<file path="src/cpu_pkg.sv">
package cpu_pkg;

    // RV32 major opcodes in use
    typedef enum logic [6:0] {
        OPC_OP     = 7'b0110011,
        OPC_OP_IMM = 7'b0010011,
        OPC_LUI    = 7'b0110111,
        OPC_LOAD   = 7'b0000011,
        OPC_STORE  = 7'b0100011,
        OPC_BRANCH = 7'b1100011,
        OPC_JAL    = 7'b1101111
    } opcode_e;

    typedef enum logic [3:0] {
        ALU_ADD = 4'd0,
        ALU_SUB = 4'd1,
        ALU_AND = 4'd2,
        ALU_OR  = 4'd3,
        ALU_XOR = 4'd4,
        ALU_SLT = 4'd5
    } alu_func_e;

    // Writeback source
    typedef enum logic [1:0] {
        WB_ALU = 2'd0,
        WB_MEM = 2'd1,
        WB_IMM = 2'd2,
        WB_PC4 = 2'd3
    } wbsel_e;

    // Second ALU operand
    typedef enum logic {
        OP_REG = 1'b0,
        OP_IMM = 1'b1
    } opsel_e;

    // funct3 / funct7 codes
    localparam logic [2:0] F3_ADD = 3'b000;
    localparam logic [2:0] F3_SLT = 3'b010;
    localparam logic [2:0] F3_XOR = 3'b100;
    localparam logic [2:0] F3_OR  = 3'b110;
    localparam logic [2:0] F3_AND = 3'b111;
    localparam logic [2:0] F3_LW  = 3'b010;
    localparam logic [2:0] F3_SW  = 3'b010;
    localparam logic [2:0] F3_BEQ = 3'b000;
    localparam logic [2:0] F3_BNE = 3'b001;
    localparam logic [6:0] F7_SUB = 7'b0100000;

    localparam int unsigned DMEM_AW = 6;

    // addi x0, x0, 0
    localparam logic [31:0] NOP_INSTR = 32'h0000_0013;

endpackage

</file>
<file path="src/fetch.sv">
`timescale 1ns/1ps

module fetch import cpu_pkg::*; #(
    parameter logic [31:0] RESET_PC = 32'h0000_0000
) (
    input  logic        clk,
    input  logic        reset_i,
    input  logic        stall_i,
    input  logic        flush_i,
    input  logic        redirect_i,
    input  logic [31:0] br_target_i,
    input  logic [31:0] instr_if_i,
    output logic [31:0] pc_if_o,
    output logic [31:0] pc_id_o,
    output logic [31:0] instr_id_o
);

    // Stall wins over a redirect, which decode raises again next cycle
    always_ff @(posedge clk) begin
        if (reset_i) begin
            pc_if_o <= RESET_PC;
        end else if (!stall_i) begin
            pc_if_o <= redirect_i ? br_target_i : pc_if_o + 32'd4;
        end
    end

    // IF/ID
    always_ff @(posedge clk) begin
        if (reset_i || (flush_i && !stall_i)) begin
            instr_id_o <= NOP_INSTR;
        end else if (!stall_i) begin
            instr_id_o <= instr_if_i;
        end
    end

    always_ff @(posedge clk) begin
        if (!stall_i) begin
            pc_id_o <= pc_if_o;
        end
    end

endmodule

</file>
<file path="src/decode.sv">
`timescale 1ns/1ps

module decode import cpu_pkg::*; (
    input  logic        clk,
    input  logic        reset_i,
    input  logic        stall_i,
    input  logic [31:0] pc_i,
    input  logic [31:0] instr_i,
    input  logic [31:0] rs1_data_i,
    input  logic [31:0] rs2_data_i,
    output logic [4:0]  rs1_addr_o,
    output logic [4:0]  rs2_addr_o,
    output logic        rs1_used_o,
    output logic        rs2_used_o,
    output logic        redirect_o,
    output logic [31:0] br_target_o,
    output logic [31:0] pc_o,
    output alu_func_e   alu_func_o,
    output opsel_e      opsel_o,
    output wbsel_e      wbsel_o,
    output logic [31:0] rs1_value_o,
    output logic [31:0] rs2_value_o,
    output logic [31:0] imm_o,
    output logic [4:0]  rd_addr_o,
    output logic        rf_w_en_o,
    output logic        mem_w_en_o
);

    opcode_e     opcode;
    logic [2:0]  funct3;
    logic [6:0]  funct7;
    logic [31:0] imm_i_type;
    logic [31:0] imm_s_type;
    logic [31:0] imm_b_type;
    logic [31:0] imm_u_type;
    logic [31:0] imm_j_type;
    alu_func_e   alu_func;
    opsel_e      opsel;
    wbsel_e      wbsel;
    logic [31:0] imm;
    logic        rf_w_en;
    logic        mem_w_en;
    logic        is_branch;
    logic        is_jal;
    logic        rs_equal;
    logic        taken;

    assign opcode     = opcode_e'(instr_i[6:0]);
    assign funct3     = instr_i[14:12];
    assign funct7     = instr_i[31:25];
    assign rs1_addr_o = instr_i[19:15];
    assign rs2_addr_o = instr_i[24:20];

    assign imm_i_type = {{20{instr_i[31]}}, instr_i[31:20]};
    assign imm_s_type = {{20{instr_i[31]}}, instr_i[31:25], instr_i[11:7]};
    assign imm_b_type = {{19{instr_i[31]}}, instr_i[31], instr_i[7], instr_i[30:25],
                         instr_i[11:8], 1'b0};
    assign imm_u_type = {instr_i[31:12], 12'b0};
    assign imm_j_type = {{11{instr_i[31]}}, instr_i[31], instr_i[19:12], instr_i[20],
                         instr_i[30:21], 1'b0};

    always_comb begin
        alu_func   = ALU_ADD;
        opsel      = OP_REG;
        wbsel      = WB_ALU;
        imm        = imm_i_type;
        rf_w_en    = 1'b0;
        mem_w_en   = 1'b0;
        rs1_used_o = 1'b0;
        rs2_used_o = 1'b0;
        is_branch  = 1'b0;
        is_jal     = 1'b0;
        case (opcode)
            OPC_OP: begin
                rs1_used_o = 1'b1;
                rs2_used_o = 1'b1;
                rf_w_en    = 1'b1;
                case (funct3)
                    F3_ADD:  alu_func = (funct7 == F7_SUB) ? ALU_SUB : ALU_ADD;
                    F3_SLT:  alu_func = ALU_SLT;
                    F3_XOR:  alu_func = ALU_XOR;
                    F3_OR:   alu_func = ALU_OR;
                    F3_AND:  alu_func = ALU_AND;
                    default: rf_w_en  = 1'b0;
                endcase
            end
            OPC_OP_IMM: begin
                // ADDI only
                rs1_used_o = 1'b1;
                opsel      = OP_IMM;
                rf_w_en    = (funct3 == F3_ADD);
            end
            OPC_LUI: begin
                wbsel   = WB_IMM;
                imm     = imm_u_type;
                rf_w_en = 1'b1;
            end
            OPC_LOAD: begin
                rs1_used_o = 1'b1;
                opsel      = OP_IMM;
                wbsel      = WB_MEM;
                rf_w_en    = (funct3 == F3_LW);
            end
            OPC_STORE: begin
                rs1_used_o = 1'b1;
                rs2_used_o = 1'b1;
                opsel      = OP_IMM;
                imm        = imm_s_type;
                mem_w_en   = (funct3 == F3_SW);
            end
            OPC_BRANCH: begin
                rs1_used_o = 1'b1;
                rs2_used_o = 1'b1;
                imm        = imm_b_type;
                is_branch  = 1'b1;
            end
            OPC_JAL: begin
                imm     = imm_j_type;
                wbsel   = WB_PC4;
                rf_w_en = 1'b1;
                is_jal  = 1'b1;
            end
            default: ;
        endcase
    end

    // Branch resolution in ID
    assign rs_equal    = (rs1_data_i == rs2_data_i);
    assign taken       = is_branch && (((funct3 == F3_BEQ) && rs_equal) ||
                                       ((funct3 == F3_BNE) && !rs_equal));
    assign redirect_o  = is_jal || taken;
    assign br_target_o = pc_i + imm;

    // ID/EX, bubble on stall
    always_ff @(posedge clk) begin
        if (reset_i || stall_i) begin
            rf_w_en_o  <= 1'b0;
            mem_w_en_o <= 1'b0;
        end else begin
            rf_w_en_o  <= rf_w_en;
            mem_w_en_o <= mem_w_en;
        end
    end

    always_ff @(posedge clk) begin
        pc_o        <= pc_i;
        alu_func_o  <= alu_func;
        opsel_o     <= opsel;
        wbsel_o     <= wbsel;
        rs1_value_o <= rs1_data_i;
        rs2_value_o <= rs2_data_i;
        imm_o       <= imm;
        rd_addr_o   <= instr_i[11:7];
    end

endmodule

</file>
<file path="src/regfile.sv">
`timescale 1ns/1ps

module regfile (
    input  logic        clk,
    input  logic        reset_i,
    input  logic        w_en_i,
    input  logic [4:0]  ra_addr_i,
    input  logic [4:0]  rb_addr_i,
    input  logic [4:0]  rd_addr_i,
    input  logic [31:0] w_data_i,
    output logic [31:0] ra_value_o,
    output logic [31:0] rb_value_o
);

    logic [31:0] regs [1:31];

    always_ff @(posedge clk) begin
        if (reset_i) begin
            for (int i = 1; i < 32; i++) begin
                regs[i] <= '0;
            end
        end else if (w_en_i && (rd_addr_i != 5'd0)) begin
            regs[rd_addr_i] <= w_data_i;
        end
    end

    // x0 reads zero, a write in flight reads through
    function automatic logic [31:0] read_port(input logic [4:0] addr);
        if (addr == 5'd0) begin
            return '0;
        end else if (w_en_i && (addr == rd_addr_i)) begin
            return w_data_i;
        end
        return regs[addr];
    endfunction

    always_comb begin
        ra_value_o = read_port(ra_addr_i);
    end

    always_comb begin
        rb_value_o = read_port(rb_addr_i);
    end

endmodule

</file>
<file path="src/execute.sv">
`timescale 1ns/1ps

module execute import cpu_pkg::*; (
    input  logic        clk,
    input  logic        reset_i,
    input  logic [31:0] pc_i,
    input  alu_func_e   alu_func_i,
    input  opsel_e      opsel_i,
    input  wbsel_e      wbsel_i,
    input  logic [31:0] rs1_value_i,
    input  logic [31:0] rs2_value_i,
    input  logic [31:0] imm_i,
    input  logic [4:0]  rd_addr_i,
    input  logic        rf_w_en_i,
    input  logic        mem_w_en_i,
    output logic [31:0] pc_o,
    output logic [31:0] alu_out_o,
    output logic [31:0] rs2_value_o,
    output logic [31:0] imm_o,
    output logic [4:0]  rd_addr_o,
    output logic        rf_w_en_o,
    output logic        mem_w_en_o,
    output wbsel_e      wbsel_o
);

    logic [31:0] op_b;
    logic [31:0] alu_res;

    assign op_b = (opsel_i == OP_IMM) ? imm_i : rs2_value_i;

    always_comb begin
        case (alu_func_i)
            ALU_ADD: alu_res = rs1_value_i + op_b;
            ALU_SUB: alu_res = rs1_value_i - op_b;
            ALU_AND: alu_res = rs1_value_i & op_b;
            ALU_OR:  alu_res = rs1_value_i | op_b;
            ALU_XOR: alu_res = rs1_value_i ^ op_b;
            // Signed compare
            ALU_SLT: alu_res = {31'b0, $signed(rs1_value_i) < $signed(op_b)};
            default: alu_res = '0;
        endcase
    end

    // EX/MEM
    always_ff @(posedge clk) begin
        if (reset_i) begin
            rf_w_en_o  <= 1'b0;
            mem_w_en_o <= 1'b0;
        end else begin
            rf_w_en_o  <= rf_w_en_i;
            mem_w_en_o <= mem_w_en_i;
        end
    end

    always_ff @(posedge clk) begin
        pc_o        <= pc_i;
        alu_out_o   <= alu_res;
        rs2_value_o <= rs2_value_i;
        imm_o       <= imm_i;
        rd_addr_o   <= rd_addr_i;
        wbsel_o     <= wbsel_i;
    end

endmodule

</file>
<file path="src/memory_access.sv">
`timescale 1ns/1ps

module memory_access import cpu_pkg::*; (
    input  logic               clk,
    input  logic               reset_i,
    input  logic [31:0]        pc_i,
    input  logic [31:0]        alu_result_i,
    input  logic [31:0]        rs2_value_i,
    input  logic [31:0]        imm_i,
    input  logic [4:0]         rd_addr_i,
    input  logic               rf_w_en_i,
    input  logic               mem_w_en_i,
    input  wbsel_e             wbsel_i,
    input  logic [31:0]        dmem_rdata_i,
    output logic               dmem_w_en_o,
    output logic [DMEM_AW-1:0] dmem_addr_o,
    output logic [31:0]        dmem_wdata_o,
    output logic [4:0]         rd_addr_o,
    output logic               rf_w_en_o,
    output logic [31:0]        rf_wdata_o
);

    logic [31:0] pc_wb;
    logic [31:0] alu_result_wb;
    logic [31:0] load_data_wb;
    logic [31:0] imm_wb;
    wbsel_e      wbsel_wb;

    // Word address from the byte address
    assign dmem_w_en_o  = mem_w_en_i;
    assign dmem_addr_o  = alu_result_i[DMEM_AW+1:2];
    assign dmem_wdata_o = rs2_value_i;

    // MEM/WB
    always_ff @(posedge clk) begin
        if (reset_i) begin
            rf_w_en_o <= 1'b0;
        end else begin
            rf_w_en_o <= rf_w_en_i;
        end
    end

    always_ff @(posedge clk) begin
        pc_wb         <= pc_i;
        alu_result_wb <= alu_result_i;
        load_data_wb  <= dmem_rdata_i;
        imm_wb        <= imm_i;
        rd_addr_o     <= rd_addr_i;
        wbsel_wb      <= wbsel_i;
    end

    always_comb begin
        case (wbsel_wb)
            WB_MEM:  rf_wdata_o = load_data_wb;
            WB_IMM:  rf_wdata_o = imm_wb;
            WB_PC4:  rf_wdata_o = pc_wb + 32'd4;
            default: rf_wdata_o = alu_result_wb;
        endcase
    end

endmodule

</file>
<file path="src/hazard_detect.sv">
`timescale 1ns/1ps

module hazard_detect (
    input  logic [4:0] rs1_addr_i,
    input  logic [4:0] rs2_addr_i,
    input  logic       rs1_used_i,
    input  logic       rs2_used_i,
    input  logic [4:0] rd_ex_i,
    input  logic       rf_w_en_ex_i,
    input  logic [4:0] rd_mem_i,
    input  logic       rf_w_en_mem_i,
    input  logic       redirect_i,
    output logic       stall_o,
    output logic       flush_o
);

    logic rs1_hit;
    logic rs2_hit;

    // Source still pending in EX or MEM, WB reads through the regfile
    assign rs1_hit = rs1_used_i && (rs1_addr_i != 5'd0) &&
                     ((rf_w_en_ex_i && (rd_ex_i == rs1_addr_i)) ||
                      (rf_w_en_mem_i && (rd_mem_i == rs1_addr_i)));
    assign rs2_hit = rs2_used_i && (rs2_addr_i != 5'd0) &&
                     ((rf_w_en_ex_i && (rd_ex_i == rs2_addr_i)) ||
                      (rf_w_en_mem_i && (rd_mem_i == rs2_addr_i)));

    assign stall_o = rs1_hit || rs2_hit;

    // Stalled redirect is resolved again next cycle
    assign flush_o = redirect_i && !stall_o;

endmodule

</file>
<file path="src/cpu.sv">
`timescale 1ns/1ps

module cpu import cpu_pkg::*; #(
    parameter logic [31:0] RESET_PC = 32'h0000_0000
) (
    input  logic               clk,
    input  logic               reset_i,
    input  logic [31:0]        instr_if_i,
    input  logic [31:0]        dmem_rdata_i,
    output logic [31:0]        pc_if_o,
    output logic               dmem_w_en_o,
    output logic [DMEM_AW-1:0] dmem_addr_o,
    output logic [31:0]        dmem_wdata_o
);

    logic [31:0] pc_id;
    logic [31:0] instr_id;
    logic        stall;
    logic        flush_if;
    logic        redirect;
    logic [31:0] br_target;
    logic [4:0]  rs1_addr;
    logic [4:0]  rs2_addr;
    logic        rs1_used;
    logic        rs2_used;
    logic [31:0] rs1_data;
    logic [31:0] rs2_data;

    // ID/EX
    logic [31:0] pc_ex;
    alu_func_e   alu_func_ex;
    opsel_e      opsel_ex;
    wbsel_e      wbsel_ex;
    logic [31:0] rs1_value_ex;
    logic [31:0] rs2_value_ex;
    logic [31:0] imm_ex;
    logic [4:0]  rd_addr_ex;
    logic        rf_w_en_ex;
    logic        mem_w_en_ex;

    // EX/MEM
    logic [31:0] pc_mem;
    logic [31:0] alu_out_mem;
    logic [31:0] rs2_value_mem;
    logic [31:0] imm_mem;
    logic [4:0]  rd_addr_mem;
    logic        rf_w_en_mem;
    logic        mem_w_en_mem;
    wbsel_e      wbsel_mem;

    // Writeback
    logic [4:0]  rd_addr_wb;
    logic        rf_w_en_wb;
    logic [31:0] rf_wdata_wb;

    fetch #(.RESET_PC(RESET_PC)) u_fetch (
        .clk         (clk),
        .reset_i     (reset_i),
        .stall_i     (stall),
        .flush_i     (flush_if),
        .redirect_i  (redirect),
        .br_target_i (br_target),
        .instr_if_i  (instr_if_i),
        .pc_if_o     (pc_if_o),
        .pc_id_o     (pc_id),
        .instr_id_o  (instr_id)
    );

    decode u_decode (
        .clk         (clk),
        .reset_i     (reset_i),
        .stall_i     (stall),
        .pc_i        (pc_id),
        .instr_i     (instr_id),
        .rs1_data_i  (rs1_data),
        .rs2_data_i  (rs2_data),
        .rs1_addr_o  (rs1_addr),
        .rs2_addr_o  (rs2_addr),
        .rs1_used_o  (rs1_used),
        .rs2_used_o  (rs2_used),
        .redirect_o  (redirect),
        .br_target_o (br_target),
        .pc_o        (pc_ex),
        .alu_func_o  (alu_func_ex),
        .opsel_o     (opsel_ex),
        .wbsel_o     (wbsel_ex),
        .rs1_value_o (rs1_value_ex),
        .rs2_value_o (rs2_value_ex),
        .imm_o       (imm_ex),
        .rd_addr_o   (rd_addr_ex),
        .rf_w_en_o   (rf_w_en_ex),
        .mem_w_en_o  (mem_w_en_ex)
    );

    regfile u_regfile (
        .clk        (clk),
        .reset_i    (reset_i),
        .w_en_i     (rf_w_en_wb),
        .ra_addr_i  (rs1_addr),
        .rb_addr_i  (rs2_addr),
        .rd_addr_i  (rd_addr_wb),
        .w_data_i   (rf_wdata_wb),
        .ra_value_o (rs1_data),
        .rb_value_o (rs2_data)
    );

    execute u_execute (
        .clk         (clk),
        .reset_i     (reset_i),
        .pc_i        (pc_ex),
        .alu_func_i  (alu_func_ex),
        .opsel_i     (opsel_ex),
        .wbsel_i     (wbsel_ex),
        .rs1_value_i (rs1_value_ex),
        .rs2_value_i (rs2_value_ex),
        .imm_i       (imm_ex),
        .rd_addr_i   (rd_addr_ex),
        .rf_w_en_i   (rf_w_en_ex),
        .mem_w_en_i  (mem_w_en_ex),
        .pc_o        (pc_mem),
        .alu_out_o   (alu_out_mem),
        .rs2_value_o (rs2_value_mem),
        .imm_o       (imm_mem),
        .rd_addr_o   (rd_addr_mem),
        .rf_w_en_o   (rf_w_en_mem),
        .mem_w_en_o  (mem_w_en_mem),
        .wbsel_o     (wbsel_mem)
    );

    memory_access u_memory_access (
        .clk          (clk),
        .reset_i      (reset_i),
        .pc_i         (pc_mem),
        .alu_result_i (alu_out_mem),
        .rs2_value_i  (rs2_value_mem),
        .imm_i        (imm_mem),
        .rd_addr_i    (rd_addr_mem),
        .rf_w_en_i    (rf_w_en_mem),
        .mem_w_en_i   (mem_w_en_mem),
        .wbsel_i      (wbsel_mem),
        .dmem_rdata_i (dmem_rdata_i),
        .dmem_w_en_o  (dmem_w_en_o),
        .dmem_addr_o  (dmem_addr_o),
        .dmem_wdata_o (dmem_wdata_o),
        .rd_addr_o    (rd_addr_wb),
        .rf_w_en_o    (rf_w_en_wb),
        .rf_wdata_o   (rf_wdata_wb)
    );

    hazard_detect u_hazard_detect (
        .rs1_addr_i    (rs1_addr),
        .rs2_addr_i    (rs2_addr),
        .rs1_used_i    (rs1_used),
        .rs2_used_i    (rs2_used),
        .rd_ex_i       (rd_addr_ex),
        .rf_w_en_ex_i  (rf_w_en_ex),
        .rd_mem_i      (rd_addr_mem),
        .rf_w_en_mem_i (rf_w_en_mem),
        .redirect_i    (redirect),
        .stall_o       (stall),
        .flush_o       (flush_if)
    );

endmodule

</file>
<file path="config.mk">
export PLATFORM = sky130hd
export DESIGN_NAME = cpu
export DESIGN_NICKNAME = d
export VERILOG_FILES = /design/src/cpu_pkg.sv /design/src/fetch.sv /design/src/decode.sv /design/src/regfile.sv /design/src/execute.sv /design/src/memory_access.sv /design/src/hazard_detect.sv /design/src/cpu.sv
export SDC_FILE = /design/constraint.sdc
export NUM_CORES = 2
export LEC_CHECK = 0
export ABC_CLOCK_PERIOD_IN_PS = 13250
export BUFFER_PORTS_ARGS = -buffer_cell sky130_fd_sc_hd__buf_4
export CORE_MARGIN = 1
export CORE_UTILIZATION = 45
export CTS_BUF_LIST = sky130_fd_sc_hd__clkbuf_8
export DETAILED_ROUTE_END_ITERATION = 10
export HOLD_SLACK_MARGIN = 0.1
export PLACE_DENSITY = 0.67
export RECOVER_POWER = 50
export SETUP_SLACK_MARGIN = 0.15
export SKIP_LAST_GASP = 1
export SYNTH_ARGS = -nofsm -noshare
export SYNTH_HDL_FRONTEND = slang
export SYNTH_HIERARCHICAL = 1
export SYNTH_SLANG_ARGS = --single-unit
</file>
<file path="constraint.sdc">
create_clock -name clk -period 13.25 [get_ports clk]
set_input_delay 1.325 -clock clk [delete_from_list [all_inputs] [get_ports clk]]
set_output_delay 1.325 -clock clk [all_outputs]
set_load 0.01 [all_outputs]
</file>
==> out/results.ini <==
[routing]
drtPass1Iterations=9
drt_iter0_markers=8498
ant_nets=1
drc=0
routed_wl_mm=272
vias_per_cell=6.39
wl_per_cell_um=32.1
vias=54200

[timing]
max_clock_freq_ghz=0.101
finalWorstPathRequiredPeriod_ps=9900
slew_violations=1109
final.setup_skew_ps=77.4
fin_setup_tns_ps=0
setup_viol=0
worst-slew-pin-transition_ps=3130
period_share_pct=74.7
rsz0062_at_grt=no
whs_ps=308
max-slew-margin-rel_pct=-109
hold_viol=0

[cts]
cts_tree=done
path_clk_slew_ps=60
cts_sinks=1534
htreeDepth=5
clock_latency_ps=1010
root_buffer=clkbuf_8
postCtsSetupBuffers=0
cts_hold_buf=0
cts.repair.resized=0
clk_path_buf_depth=4
cts_made_buffers=276

[pwr]
leakage_nw=31.0
p_per_area_nw_per_um2=140
peakVddDrop_uv=79.0

[synthesis]
post_synth.cell_area_avg_um2=13.0
synth.largest_area_cell=edfxtp_1
synthArstFlopShare_pct=0
yosys.area.top_type_share_pct=40.9
seq_area_frac_synth_pct=53.2
synth-edff-count=1056
ys_warn_count=6
synth_cell_types=110
netlist_top_cells_area=edfxtp_1 41%, mux4_2 14%, dfxtp_1 12%
syn_area_um2=77600
synth_cells=5952
synth_flop_cell=edfxtp_1
ys_ff_latch=1534

[critical_path]
crit_family=buffers and inverters
crit_path_frequent_cell=nor2_1
crit_required_ps=14060
cp.arrival_ps=10710
crit_buf_inv=5
critPathKind=register to register
crit_path_start_kind=register
cp-end-kind=register
cp_max_fo=61
path_cells=clkbuf_1 > clkinv_1 > nor2_1 > a21oi_2 > clkbuf_1 > a22oi_1 > nand2_1 > xor2_1 > nor4_1 > nand4_1 > nor2_1 > xnor2_1 > o41ai_2 > buf_4 > inv_1 > a221oi_2 > a21o_1 > nor2_1
crit_slowest_cell=clkbuf_1
max_stage_delay_ps=1590

[floorplanning]
initial_core_util_pct=45.3
die_h_um=417
coreArea_um2=171000
die_w_um=417
die_area_um2=174000
ios=137
row_count=152

[hold_path]
min_path_type=register to register

[finish]
area_growth_pct=10.0
drive_gt1_share_pct=19.7
largest_register_ffs=1024
top_register=u_regfile/regs
nets=6193
final_cell_count_no_fill=8496
finalInstanceArea_um2=85300

[run_status]
status=finished, violations left
violations=antenna violations, max-capacitance violations, max-slew violations

[placement]
dpl.hpwl_mm=166
placedCellCount=8021
gp_congestion=0.979
numPortBuffers=136
dpl_cell_area_um2=80600

[global_route]
grt_overflow_total=0
grt_pass1_wl_mm=380
grt_pass1_vias=52900
antenna_found_initial=27
grt_start_max_net_pins=106
grt_use_total_pct=30.7

[flow_run]
cap_violations=34

==> power breakdown <==
| part | switching (mW) | total, mW | internal [mW] |
|---|---|---|---|
| Sequential | 0.278 | 5.67 | 5.39 |
| Clock | 1.98 | 4.25 | 2.26 |
| Combinational | 1.34 | 1.99 | 0.647 |
| Total | 3.61 | 11.9 | 8.30 |
==> worst paths after layout <==
check | startpoint | to | slack, ps | depth (start not counted)
setup reg to reg | u_memory_access/wbsel_wb[0]$_DFF_P_ | u_fetch/instr_id_o[19]$_SDFFE_PP0N_ | 3350 | 18
setup / recovery | u_memory_access/wbsel_wb[0]$_DFF_P_ | u_fetch/instr_id_o[19]$_SDFFE_PP0N_ | 3350 | 18
hold reg to reg | u_execute/imm_o[11]$_DFF_P_ | u_memory_access/imm_wb[11]$_DFF_P_ | 310 | 0
hold / removal | u_execute/imm_o[11]$_DFF_P_ | u_memory_access/imm_wb[11]$_DFF_P_ | 310 | 0
==> cells in the mapped netlist, types with 84 or more instances <==
cell         n
xnor2_1     84
mux4_2     477
dfxtp_1    478
buf_2       86
and2_1     999
nand3_1     92
o21ai_0     95
clkbuf_1   348
inv_1      124
nor2_1     237
a21oi_1    193
edfxtp_1  1056
ha_1       135
nand2_1    200
mux2i_1    279
==> kinds of logic after synthesis <==
kind of cell	count (synthesis)	share of synthesized area, %
and+or+nand+nor	1812	13.3
adders and majority gates	138	2.25
other	2	0.00968
DFF	1534	53.2
AOI/OAI and AO/OA	829	7.45
xor gates and xnor gates	150	1.69
muxes	807	18.2
buffers and inverters	680	3.87
==> through the flow <==
| step | power [mW] | worst slack [ps] | util, % |
|---|---|---|---|
| after floorplan | 6.86 | 8660 | - |
| after global placement | 7.66 | 5380 | 47.1 |
| after detailed placement | 7.69 | 5370 | 47.1 |
| after CTS | 11.9 | 5300 | 50.0 |
| after global routing | 12.2 | 2940 | 49.8 |
| final | 11.9 | 3350 | 49.8 |
==> placed cells by master (no fill, tap or decap), types with 22 or more instances in the layout <==
master / instances
a21o_1: 40
a21oi_1: 182
a221o_1: 25
a221oi_1: 67
a22oi_1: 64
a31oi_1: 37
and2_0: 297
and2_1: 701
buf_4: 144
clkbuf_1: 100
clkbuf_4: 27
clkbuf_8: 310
clkinv_1: 28
clkinv_2: 27
conb_1: 33
dfxtp_1: 470
edfxtp_1: 1056
ha_1: 135
inv_1: 214
mux2_2: 51
mux2i_1: 279
mux4_2: 477
nand2_1: 200
nand3_1: 92
nand4_1: 25
nor2_1: 203
nor2_4: 23
nor2b_1: 40
nor3_1: 43
nor4_1: 22
o211ai_1: 51
o21ai_0: 94
o22ai_1: 58
or2_2: 28
xnor2_1: 84
xor2_1: 66
==> final cells by class <==
cell class / count / area [um2]
inverter: 130 / 490
sequential: 1534 / 41300
clock buffer: 310 / 4270
antenna: 11 / 27.5
tap: 2310 / 2890
clock inverter: 154 / 813
fill: 14700 / 86000
timing repair buffer: 278 / 1800
multi-input combinational: 3769 / 33700
==> layer usage <==
layer  vias up  routed length [um]  track usage, %
met5         -                 103               0
met4        14               16500            16.1
met3       828               37600            9.65
met2      4053              116000            44.7
met1     27100              102000            40.9
li1      22200                   -               -
No activity file was read; power rests on OpenSTA's default activity.
